===== src/rp_pkg.sv =====
//////////////////////////////////////////////////
// shared widths, counts and buffer addresses
// sample pair and memory write packed structs
//////////////////////////////////////////////////

`default_nettype none

package rp_pkg;

  //////////////////////////////////////////////////
  // sample path

  localparam int unsigned SMP_W     = 14;  // ADC/DAC sample width
  localparam int unsigned TRIM_BITS = 2;   // low ADC bits forced to zero

  typedef logic signed [SMP_W-1:0] sample_t;

  // one sample per analog channel
  typedef struct packed {
    sample_t a;
    sample_t b;
  } ch_pair_t;

  //////////////////////////////////////////////////
  // acquisition memory

  localparam int unsigned WORD_W       = 64;
  localparam int unsigned SMP_PER_WORD = 4;
  localparam int unsigned SLOT_W       = WORD_W / SMP_PER_WORD;  // 16b per sample in a word
  localparam int unsigned ACQ_WORDS    = 8;   // words per channel per arm
  localparam int unsigned ADDR_W       = 32;
  localparam int unsigned WORD_BYTES   = 8;   // address step between words

  localparam logic [ADDR_W-1:0] CH_BASE_A = 32'h0000_0000;
  localparam logic [ADDR_W-1:0] CH_BASE_B = 32'h0000_1000;

  localparam int unsigned N_ACQ = 2;  // acquisition channels sharing the port

  // requester index for the write arbiter
  typedef logic [$clog2(N_ACQ)-1:0] acq_idx_t;

  // one write on the shared memory port
  typedef struct packed {
    logic [ADDR_W-1:0] addr;  // byte address
    logic [WORD_W-1:0] data;  // first sample in the low slot
  } mem_wr_t;

endpackage

`default_nettype wire


===== src/adc_frontend.sv =====
//////////////////////////////////////////////////
// ADC front end
// trims low bits, swaps channels, digital loopback
//////////////////////////////////////////////////

`timescale 1ns/1ns
`default_nettype none

module adc_frontend (
  input  wire               adc_clk,
  input  wire               rst_n_i,
  input  rp_pkg::ch_pair_t  adc_dat_i,       // raw converter samples
  input  rp_pkg::ch_pair_t  loop_dat_i,      // clamped DAC-side pair
  input  wire logic         digital_loop_i,  // 1 = capture DAC values
  output rp_pkg::ch_pair_t  acq_dat_o        // pair towards acquisition
);

  rp_pkg::ch_pair_t adc_sel;  // next value of the capture pair

  // clear the noisy low bits of one converter sample
  function automatic rp_pkg::sample_t trim_smp(input rp_pkg::sample_t smp);
    rp_pkg::sample_t res;
    res = smp;
    res[rp_pkg::TRIM_BITS-1:0] = '0;
    return res;
  endfunction

  // loopback bypasses both trim and swap
  always_comb begin
    if (digital_loop_i) begin
      adc_sel = loop_dat_i;
    end else begin
      adc_sel.a = trim_smp(adc_dat_i.b);  // input b drives channel a
      adc_sel.b = trim_smp(adc_dat_i.a);  // input a drives channel b
    end
  end

  // one cycle of latency
  always_ff @(posedge adc_clk or negedge rst_n_i) begin
    if (!rst_n_i) begin
      acq_dat_o <= '0;
    end else begin
      acq_dat_o <= adc_sel;
    end
  end

endmodule

`default_nettype wire


===== src/dac_backend.sv =====
//////////////////////////////////////////////////
// DAC back end
// generator + controller sum with saturation
// inversion for the neg-slope DAC, pin swap, reset
//////////////////////////////////////////////////

`timescale 1ns/1ns
`default_nettype none

module dac_backend (
  input  wire               adc_clk,
  input  wire               rst_n_i,
  input  rp_pkg::ch_pair_t  gen_dat_i,    // arbitrary generator samples
  input  rp_pkg::ch_pair_t  pid_dat_i,    // controller samples
  output rp_pkg::ch_pair_t  loop_dat_o,   // clamped sum, two's complement
  output rp_pkg::ch_pair_t  dac_dat_o,    // converter pins, inverted
  output logic              dac_reset_o
);

  rp_pkg::ch_pair_t inv_q;  // inverted pair, first stage

  // add with one guard bit, then clamp to the signed sample range
  function automatic rp_pkg::sample_t sat_sum(
    input rp_pkg::sample_t x,
    input rp_pkg::sample_t y
  );
    logic signed [rp_pkg::SMP_W:0] sum;
    sum = x + y;
    if (sum[rp_pkg::SMP_W] != sum[rp_pkg::SMP_W-1]) begin
      // overflow, sign bit tells which rail
      return {sum[rp_pkg::SMP_W], {(rp_pkg::SMP_W-1){~sum[rp_pkg::SMP_W]}}};
    end
    return sum[rp_pkg::SMP_W-1:0];
  endfunction

  always_comb begin
    loop_dat_o.a = sat_sum(gen_dat_i.a, pid_dat_i.a);
    loop_dat_o.b = sat_sum(gen_dat_i.b, pid_dat_i.b);
  end

  //////////////////////////////////////////////////
  // output pipe, two stages

  always_ff @(posedge adc_clk) begin
    inv_q.a     <= ~loop_dat_o.a;  // converter counts down
    inv_q.b     <= ~loop_dat_o.b;
    dac_dat_o.a <= inv_q.b;        // ch b -> dac a
    dac_dat_o.b <= inv_q.a;        // ch a -> dac b
  end

  // converter held in reset until the first edge after release
  always_ff @(posedge adc_clk or negedge rst_n_i) begin
    if (!rst_n_i) begin
      dac_reset_o <= 1'b1;
    end else begin
      dac_reset_o <= 1'b0;
    end
  end

endmodule

`default_nettype wire


===== src/acq_channel.sv =====
//////////////////////////////////////////////////
// one acquisition channel
// packs samples into memory words and requests
// writes, single pending word, overflow flag
//////////////////////////////////////////////////

`timescale 1ns/1ns
`default_nettype none

module acq_channel #(
  parameter logic [rp_pkg::ADDR_W-1:0] BASE_ADDR = '0  // buffer start, bytes
) (
  input  wire              adc_clk,
  input  wire              rst_n_i,
  input  wire logic        arm_i,        // start pulse
  input  rp_pkg::sample_t  smp_i,
  output logic             req_valid_o,
  output rp_pkg::mem_wr_t  req_o,
  input  wire logic        req_ready_i,
  output logic             done_o,       // all words written
  output logic             overflow_o    // sticky flag for a dropped word
);

  logic [$clog2(rp_pkg::SMP_PER_WORD)-1:0] smp_cnt;   // samples in current word
  logic [$clog2(rp_pkg::ACQ_WORDS)-1:0]    word_cnt;  // index of current word
  logic                                    cap_on;    // collecting samples
  logic                                    fin_q;     // last word done, draining

  logic [rp_pkg::WORD_W-1:0] pack_q;    // shift register of samples
  logic [rp_pkg::WORD_W-1:0] smp_word;  // pack_q with this cycle's sample
  logic [rp_pkg::SLOT_W-1:0] smp_ext;   // sign extended sample
  logic [rp_pkg::ADDR_W-1:0] word_off;

  logic arm_go;     // arm accepted
  logic word_end;   // fourth sample of a word this cycle
  logic last_word;
  logic slot_busy;  // pending word still there after this edge
  logic load_word;

  //////////////////////////////////////////////////
  // datapath helpers

  assign smp_ext  = {{(rp_pkg::SLOT_W-rp_pkg::SMP_W){smp_i[rp_pkg::SMP_W-1]}}, smp_i};
  assign smp_word = {smp_ext, pack_q[rp_pkg::WORD_W-1:rp_pkg::SLOT_W]};  // oldest lands low
  assign word_off = word_cnt * rp_pkg::WORD_BYTES;

  assign arm_go    = arm_i && !cap_on && !fin_q;  // ignored while busy
  assign word_end  = smp_cnt == rp_pkg::SMP_PER_WORD - 1;
  assign last_word = word_cnt == rp_pkg::ACQ_WORDS - 1;
  assign slot_busy = req_valid_o && !req_ready_i;
  assign load_word = cap_on && word_end && !slot_busy;

  //////////////////////////////////////////////////
  // control

  always_ff @(posedge adc_clk or negedge rst_n_i) begin
    if (!rst_n_i) begin
      cap_on      <= 1'b0;
      fin_q       <= 1'b0;
      smp_cnt     <= '0;
      word_cnt    <= '0;
      req_valid_o <= 1'b0;
      done_o      <= 1'b0;
      overflow_o  <= 1'b0;
    end else begin
      if (req_valid_o && req_ready_i) begin
        req_valid_o <= 1'b0;  // transfer done
      end
      if (arm_go) begin
        cap_on     <= 1'b1;
        smp_cnt    <= 1'b1;  // arm cycle sample is the first one
        word_cnt   <= '0;
        done_o     <= 1'b0;
        overflow_o <= 1'b0;
      end else if (cap_on) begin
        smp_cnt <= smp_cnt + 1'b1;  // wraps at a word boundary
        if (word_end) begin
          word_cnt <= word_cnt + 1'b1;
          if (slot_busy) begin
            overflow_o <= 1'b1;  // new word dropped and capture goes on
          end else begin
            req_valid_o <= 1'b1;
          end
          if (last_word) begin
            cap_on <= 1'b0;
            fin_q  <= 1'b1;
          end
        end
      end else if (fin_q && !slot_busy) begin
        fin_q  <= 1'b0;  // last pending word gone
        done_o <= 1'b1;
      end
    end
  end

  // word payload and address
  always_ff @(posedge adc_clk) begin
    if (arm_go || cap_on) begin
      pack_q <= smp_word;
    end
    if (load_word) begin
      req_o.addr <= BASE_ADDR + word_off;
      req_o.data <= smp_word;
    end
  end

endmodule

`default_nettype wire


===== src/wr_arbiter.sv =====
//////////////////////////////////////////////////
// round-robin arbiter for the shared write port
// one-entry output slot
//////////////////////////////////////////////////

`timescale 1ns/1ns
`default_nettype none

module wr_arbiter (
  input  wire                                   adc_clk,
  input  wire                                   rst_n_i,
  input  wire logic [rp_pkg::N_ACQ-1:0]         req_valid_i,
  input  rp_pkg::mem_wr_t [rp_pkg::N_ACQ-1:0]   req_i,
  output logic [rp_pkg::N_ACQ-1:0]              req_ready_o,
  output logic                                  mem_wr_valid_o,
  output rp_pkg::mem_wr_t                       mem_wr_o,
  input  wire logic                             mem_wr_ready_i
);

  rp_pkg::acq_idx_t last_q;   // requester granted last
  rp_pkg::acq_idx_t gnt_idx;
  logic             gnt_any;
  logic             slot_free;  // empty or draining now
  logic             take;

  assign slot_free = !mem_wr_valid_o || mem_wr_ready_i;
  assign take      = gnt_any && slot_free;

  // search starts just after the last winner
  always_comb begin : rr_pick
    int unsigned idx;
    gnt_any = 1'b0;
    gnt_idx = last_q;
    for (int unsigned k = 1; k <= rp_pkg::N_ACQ; k++) begin
      idx = (last_q + k) % rp_pkg::N_ACQ;
      if (!gnt_any && req_valid_i[idx]) begin
        gnt_any = 1'b1;
        gnt_idx = rp_pkg::acq_idx_t'(idx);
      end
    end
  end

  always_comb begin
    req_ready_o = '0;
    if (take) begin
      req_ready_o[gnt_idx] = 1'b1;  // only the winner sees ready
    end
  end

  //////////////////////////////////////////////////
  // output slot

  always_ff @(posedge adc_clk or negedge rst_n_i) begin
    if (!rst_n_i) begin
      mem_wr_valid_o <= 1'b0;
      last_q         <= '0;
    end else if (take) begin
      mem_wr_valid_o <= 1'b1;
      last_q         <= gnt_idx;
    end else if (mem_wr_ready_i) begin
      mem_wr_valid_o <= 1'b0;  // drained, nothing new
    end
  end

  always_ff @(posedge adc_clk) begin
    if (take) begin
      mem_wr_o <= req_i[gnt_idx];
    end
  end

endmodule

`default_nettype wire


===== src/rp_core_top.sv =====
//////////////////////////////////////////////////
// analog core top level
// ADC front end, DAC back end, two capture
// channels and the write port arbiter
//////////////////////////////////////////////////

`timescale 1ns/1ns
`default_nettype none

module rp_core_top (
  input  wire                           adc_clk,
  input  wire                           rst_n_i,
  // analog data
  input  rp_pkg::ch_pair_t              adc_dat_i,
  input  rp_pkg::ch_pair_t              gen_dat_i,
  input  rp_pkg::ch_pair_t              pid_dat_i,
  input  wire logic                     digital_loop_i,
  output rp_pkg::ch_pair_t              dac_dat_o,
  output logic                          dac_reset_o,
  // acquisition control
  input  wire logic                     arm_i,
  output logic                          done_o,
  output logic [rp_pkg::N_ACQ-1:0]      overflow_o,
  // memory write port
  output logic                          mem_wr_valid_o,
  output rp_pkg::mem_wr_t               mem_wr_o,
  input  wire logic                     mem_wr_ready_i
);

  rp_pkg::ch_pair_t loop_dat;  // clamped DAC pair for loopback
  rp_pkg::ch_pair_t acq_dat;   // capture pair

  logic            [rp_pkg::N_ACQ-1:0] req_valid;
  rp_pkg::mem_wr_t [rp_pkg::N_ACQ-1:0] req;
  logic            [rp_pkg::N_ACQ-1:0] req_ready;
  logic            [rp_pkg::N_ACQ-1:0] done;

  //////////////////////////////////////////////////
  // analog path

  adc_frontend i_adc (
    .adc_clk        (adc_clk),
    .rst_n_i        (rst_n_i),
    .adc_dat_i      (adc_dat_i),
    .loop_dat_i     (loop_dat),
    .digital_loop_i (digital_loop_i),
    .acq_dat_o      (acq_dat)
  );

  dac_backend i_dac (
    .adc_clk     (adc_clk),
    .rst_n_i     (rst_n_i),
    .gen_dat_i   (gen_dat_i),
    .pid_dat_i   (pid_dat_i),
    .loop_dat_o  (loop_dat),
    .dac_dat_o   (dac_dat_o),
    .dac_reset_o (dac_reset_o)
  );

  //////////////////////////////////////////////////
  // oscilloscope write path

  acq_channel #(.BASE_ADDR (rp_pkg::CH_BASE_A)) i_acq_a (
    .adc_clk     (adc_clk),
    .rst_n_i     (rst_n_i),
    .arm_i       (arm_i),
    .smp_i       (acq_dat.a),
    .req_valid_o (req_valid[0]),
    .req_o       (req[0]),
    .req_ready_i (req_ready[0]),
    .done_o      (done[0]),
    .overflow_o  (overflow_o[0])
  );

  acq_channel #(.BASE_ADDR (rp_pkg::CH_BASE_B)) i_acq_b (
    .adc_clk     (adc_clk),
    .rst_n_i     (rst_n_i),
    .arm_i       (arm_i),
    .smp_i       (acq_dat.b),
    .req_valid_o (req_valid[1]),
    .req_o       (req[1]),
    .req_ready_i (req_ready[1]),
    .done_o      (done[1]),
    .overflow_o  (overflow_o[1])
  );

  wr_arbiter i_arb (
    .adc_clk        (adc_clk),
    .rst_n_i        (rst_n_i),
    .req_valid_i    (req_valid),
    .req_i          (req),
    .req_ready_o    (req_ready),
    .mem_wr_valid_o (mem_wr_valid_o),
    .mem_wr_o       (mem_wr_o),
    .mem_wr_ready_i (mem_wr_ready_i)
  );

  assign done_o = &done;  // both buffers complete

endmodule

`default_nettype wire


===== config.mk =====
export PLATFORM = sky130hd
export DESIGN_NAME = rp_core_top
export DESIGN_NICKNAME = d
export VERILOG_FILES = /design/src/rp_pkg.sv /design/src/adc_frontend.sv /design/src/dac_backend.sv /design/src/acq_channel.sv /design/src/wr_arbiter.sv /design/src/rp_core_top.sv
export SDC_FILE = /design/constraint.sdc
export NUM_CORES = 1
export LEC_CHECK = 0
export BUFFER_PORTS_ARGS = -buffer_cell sky130_fd_sc_hd__buf_2
export CAP_MARGIN = 40
export CORE_MARGIN = 2
export CORE_UTILIZATION = 59
export DETAILED_ROUTE_END_ITERATION = 8
export PLACE_DENSITY = 0.83
export SYNTH_ARGS = -nofsm -noshare
export SYNTH_HDL_FRONTEND = slang
export SYNTH_SLANG_ARGS = --single-unit

===== constraint.sdc =====
create_clock -name adc_clk -period 12.01 [get_ports adc_clk]
set_clock_uncertainty 0.1 [all_clocks]
set_input_delay 0 -clock adc_clk [delete_from_list [all_inputs] [get_ports adc_clk]]
set_output_delay 0 -clock adc_clk [all_outputs]
set_load 0.01 [all_outputs]

======== Word-level counts from Yosys, hierarchy flattened ========
Cells that the tools add are included.
W data, S select, Z words.
storage, ports and cells
  output and inout bits ................... 129
  bits in registers ....................... 486
operators by class
  multiplexer cells ....................... 72
  reductions and logical operators ........ 50
  order comparisons ....................... 4
  bitwise operators ....................... 6
  equality and inequality tests ........... 12
  add/sub/neg operators ................... 9
operators with widths
  cell                     count
  $mux W96                 2
  $mux W14                 4
  $mux W1                  53
  $add A14 B14 Y15         2
  $mux W28                 1
  $not A14 Y14             2
  $reduce_bool A2 Y1       11
  $mux W3                  6
  $logic_and A1 B1 Y1      17
  $add A13 B6 Y14 const A  1
  $ne A2 B2 Y1 const B     6
  $logic_not A1 Y1         10
  $mux W2                  5
  $reduce_and A2 Y1        5
  $reduce_and A4 Y1        2
  $add A3 B1 Y3 const B    2
  $eq A3 B3 Y1 const B     2
  $lt A1 B2 Y1 const B     3
  $reduce_and A3 Y1        2
  $add A2 B1 Y2 const B    2
  $eq A2 B2 Y1 const B     2
  $not A1 Y1               4
  $logic_or A1 B1 Y1       3
  $add A1 B1 Y1 const B    2
  other kinds (3)          4

======== Longest topological paths before layout ========
  word-level depth ........................ 19
  gate-level depth with buffers ........... 12
  gate-level depth less buffers ........... 11

======== Modules after synthesis ========
A second synthesis with hierarchy kept.
second synthesis, totals
  cell total of the unflattened synthesis .. 1,006
  area total of the unflattened synthesis .. 16,195.5 um^2
by module, submodules not included
  module                 seq. area each (um^2)  cells each  area each (um^2)  times used
  wr_arbiter             2,932.8                216         4,155.2           1
  acq_channel (i_acq_b)  3,283.1                181         3,816.2           1
  acq_channel (i_acq_a)  3,283.1                180         3,812.4           1
  dac_backend            1,147.4                369         3,306.9           1
  adc_frontend           700.7                  59          1,098.6           1
  rp_core_top            0.0                    1           6.3               1

======== Worst setup path before layout ========
No wires, ideal clock.
  path kind ............................... flip-flop to flip-flop
  start ................................... register i_arb.last_q
  end ..................................... register i_acq_b.req_o[0] (netlist bit), enable pin
  stages on the path, launching flop included .. 5
  setup slack ............................. 8.043 ns
  arrival ................................. 3.391 ns
  setup time .............................. 0.476 ns
  clock period less this slack ............ 3.967 ns
  path buffers ............................ 0
  cell sequence ........................... dfrtp_1 -> nor2b_1 -> a21oi_1 -> o21a_1 -> nor2_1
on the way
  longest elaborated chain between the ends .. 16
  elaborated cells between the ends (all ways) .. 23
  classes of those cells .................. 2 x add/sub; 2 x order compare; 11 x mux; 8 x reduce/logical
RTL lines
  what                                                                line               text
  start: declaration                                                  wr_arbiter.sv:20   rp_pkg::acq_idx_t last_q;
  start signal: assignment                                            wr_arbiter.sv:59   last_q <= gnt_idx;
  $add A1 B1 Y1                                                       wr_arbiter.sv:35   idx = (last_q + k) % rp_pkg::N_ACQ;
  $mux W1 (implied by the code) (2 in a row)                          wr_arbiter.sv:36   if (!gnt_any && req_valid_i[idx]) begin
  $mux W1                                                             wr_arbiter.sv:36
  $logic_not A1 Y1                                                    wr_arbiter.sv:36
  $logic_and A1 B1 Y1                                                 wr_arbiter.sv:36
  $mux W1                                                             wr_arbiter.sv:36
  $lt A1 B2 Y1 (implied by the code) or $ge A1 B1 Y1 (tied branches)  wr_arbiter.sv:46   req_ready_o[gnt_idx] = 1'b1;
  $logic_and A1 B1 Y1 (implied by the code)                           wr_arbiter.sv:46
  $mux W1 (implied by the code)                                       wr_arbiter.sv:46
  $demux W1 S1                                                        -
  $mux W2 (*)                                                         wr_arbiter.sv:45   if (take) begin
  $logic_not A1 Y1 (*)                                                acq_channel.sv:50  assign slot_busy = req_valid_o && !req_ready_i;
  $logic_and A1 B1 Y1 (*)                                             acq_channel.sv:50
  $logic_not A1 Y1 (*)                                                acq_channel.sv:51  assign load_word = cap_on && word_end && !slot_busy;
  $logic_and A1 B1 Y1 (*)                                             acq_channel.sv:51
  net i_acq_b.load_word                                               acq_channel.sv:38  logic load_word;
  end: declaration                                                    acq_channel.sv:18  output rp_pkg::mem_wr_t req_o,
The timed path passes the listed nets; every way through them passes the cells marked *. The select of a mux whose other input is x is not followed.
A chain may end at the register's enable or synchronous reset.

==> results.md <==
- Most used DFF post-synth: edfxtp_1
- Largest cells by area after synthesis: edfxtp_1 57%, dfrtp_1 9.0%, dfxtp_1 8.1%
- Max-slew headroom: approximately two fifths
- Count of final setup violators: 0
- Largest net degree at the start of global routing: 63
- Chip height: 157.6 um
- Cells after DPL: between 1000 and 1500
- Vias per Instance: 5.268
- Number of routed nets with antenna violations: 0
- HP Start: pid_dat_i[15]
- Final std cells w/o fill: 1482
- Share of cells above drive strength 1: 29.06%
- Core Rows: 56
- Fillers: 1456
- Peak supply drop: 0.1924 mV
- Number of global-route vias before repair: 7634
- Root Driver: clkbuf_16
- Crit. End Element: flip-flop
- Hold Slack: -6.626 ps
- CTS HTree Levels: 2
- Met2 usage: 36.47%
- Post-Syn Instances: between 800 and 900
- CTS tree: built
- Seq cells post-synth: 369
- Tot Pwr: between 4 and 5 mW
- Worst reg2reg startpoint: i_arb.last_q
- Number of distinct library cells after synthesis: 64
- Yosys warnings: 0
- Ant diodes: 0
- Initial Util: between 50% and 60%
- Failing checks: hold timing
- GRT Total Usage: 21.49%
- Post-Route WL: 26.29 mm
- Met3 usage: 3.029%
- Critical Path Fanout Max: 18
- Share of the cycle needed by the critical path after routing: 29.49%
- Worst skew pair latency: 500 ps
- Critical path required time: 12290 ps
- Minimum clock period: 3541 ps
- Clock Path Buffers: 3
- CP Class: in -> reg
- Most common cell in the netlist: edfxtp_1
- Outcome: finished, violations left
- Drt pass-1 iters: 5
- RSZ-0062 raised after global routing: false
- Worst Setup SP: pid_dat_i[6]
- Die Area: 24820 um2
- Slew at the pin with the worst max-slew slack: 891.4 ps
- Met1 Use GR: between 20% and 30%
- Port buffer count: 185
- Core area: 23330 um2
- Routed via count: 7807
- Max-Cap Viols: 0
- Remaining global-route overflow: 0
- Register area share after synthesis: 73.79%
- Hold Fails Final Rpt: 2
- Initial antenna violation count: 0
- Number of synthesized flops with an enable pin: 262
- DP HPWL: approximately 16 mm
- Power density cells: 251.6 nW/um2
- Asr flop ratio synth: 13.82%
- Area growth, synth to finish: 21.14%
- Synth area leader: edfxtp_1
- Placed cell areas: roughly 15000 um2
- Clock sink count: between 300 and 400
- Yosys top cell area share: around 57%
- Final #Nets: 1264
- Top Usage Layer GRT: met2
- Initial drt markers: 432
- Post-route cell area: between 15000 and 20000 um2
- Critical path startpoint category: input port
- Die Span X: 157.6 um
- Max Slew Vio Count: 0
- Register clock-pin slew on the reported worst setup and hold paths: 70 ps
- IO Pins: approximately 220
- Synth top cells by count: 262 x edfxtp_1, 64 x mux2_2, 56 x dfxtp_1
- Routed WL per cell: around 18 um
- Netlist Area Pre-Place: 13910 um2
- Average size of a mapped cell: 15.86 um2
- Setup Buffers After CTS: 0
- Routability congestion estimate: 0.8539
- CTS buffer count: 35
- Pleak: 6.873 nW
- F_max: 282.4 MHz
- Setup TNS: 0 ps
- DRC errors left: 0
- Critical Path AT: roughly 3800 ps
- Hold crit path type: in -> reg
- First-pass GRT wire length: 40.74 mm
- R2R setup slack: 9200 ps
worst max-delay path: stages:
cell,delay (ps)
dlygate4sd3_1,530
buf_2,120
ha_1,350
and3_1,220
nor2b_1,130
a211o_1,330
o211ai_1,220
nand2_1,380
o21ai_1,710
o22ai_1,180
dlygate4sd3_1,640
cell type report:
type                       count  area, um2  area share (%)
clock buffer                  46      999.7           5.932
clock inverter                15      111.4          0.6607
inverter                      46      172.7           1.024
multi-input combinational    428       3216           19.08
sequential                   369      10270           60.91
tap                          319      399.1           2.368
timing repair buffer         259       1689           10.02
worst paths after layout:
| kind | depth (start not counted) | end |
|---|---|---|
| max | 11 | i_adc.acq_dat_o[10] |
| min | 5 | i_dac.inv_q[15] |
| max reg2reg | 6 | i_acq_b.req_o[6] |
| min reg2reg | 0 | i_dac.dac_dat_o[8] |
| max in group asynchronous | 5 | i_adc.acq_dat_o[0] |
| min in group asynchronous | 3 | i_dac.dac_reset_o |
metal layers:
| metal | up-vias | wire (um) |
|---|---|---|
| li1 | 3721 | - |
| met5 | - | 0 |
| met3 | 44 | 1186 |
| met4 | 0 | 585 |
| met1 | 3781 | 11190 |
| met2 | 261 | 13330 |
cell usage in the layout, fill, tap and decap left out, types with 20 or more instances in the layout:
cell	Yosys	layout
dlygate4sd3_1	0	65
nor2_1	33	30
nand2_1	20	20
inv_1	46	44
mux2_2	64	64
conb_1	1	29
a21oi_1	38	37
o22ai_1	21	21
buf_2	5	185
o21ai_0	24	24
clkbuf_16	0	37
ha_1	34	34
dfxtp_1	56	56
dfrtp_1	50	50
edfxtp_1	262	262
report_power, final:
part / internal [mW] / switching (mW) / leakage [nW]
clock: 0.610 / 0.437 / 0.551
combinational: 0.420 / 0.585 / 2.67
sequential: 2.01 / 0.177 / 3.65
total: 3.04 / 1.20 / 6.87
sequential cells by signal, indices dropped and copies added, names as in the netlist, 2 cells and up:
register and count:
i_acq_a.pack_q 42, i_acq_a.req_o 59, i_acq_a.smp_cnt 2, i_acq_a.word_cnt 3
i_acq_b.pack_q 42, i_acq_b.req_o 59, i_acq_b.smp_cnt 2, i_acq_b.word_cnt 3
i_adc.acq_dat_o 28, i_arb.mem_wr_o 60, i_dac.dac_dat_o 28, i_dac.inv_q 28
repair_timing:
| item | CTS | global route |
|---|---|---|
| hold buffers | 65 | 0 |
| setup endpoints to repair | 0 | 0 |
| gates resized for setup | 0 | 0 |
| endpoints found under the hold margin | 101 | 0 |
metrics by stage:
step	utilization (%)	setup WS, ps
after floorplan	-	8043
after global placement	64.36	9191
after detailed placement	64.62	9089
after CTS	72.17	8625
after global routing	72.23	8244
final	72.23	8469
kinds of logic after synthesis:
family	Yosys count	synth area share (%)
XOR/XNOR	14	0.8814
AO/OA/AOI/OAI	163	8.068
flip-flops	369	73.79
multiplexers	69	5.540
buffers and inverters	108	4.092
adder cells (fa/ha/maj)	37	3.427
other	1	0.02695
AND/OR/NAND/NOR	116	4.173
Note: power is estimated with default switching activity, not from simulation.
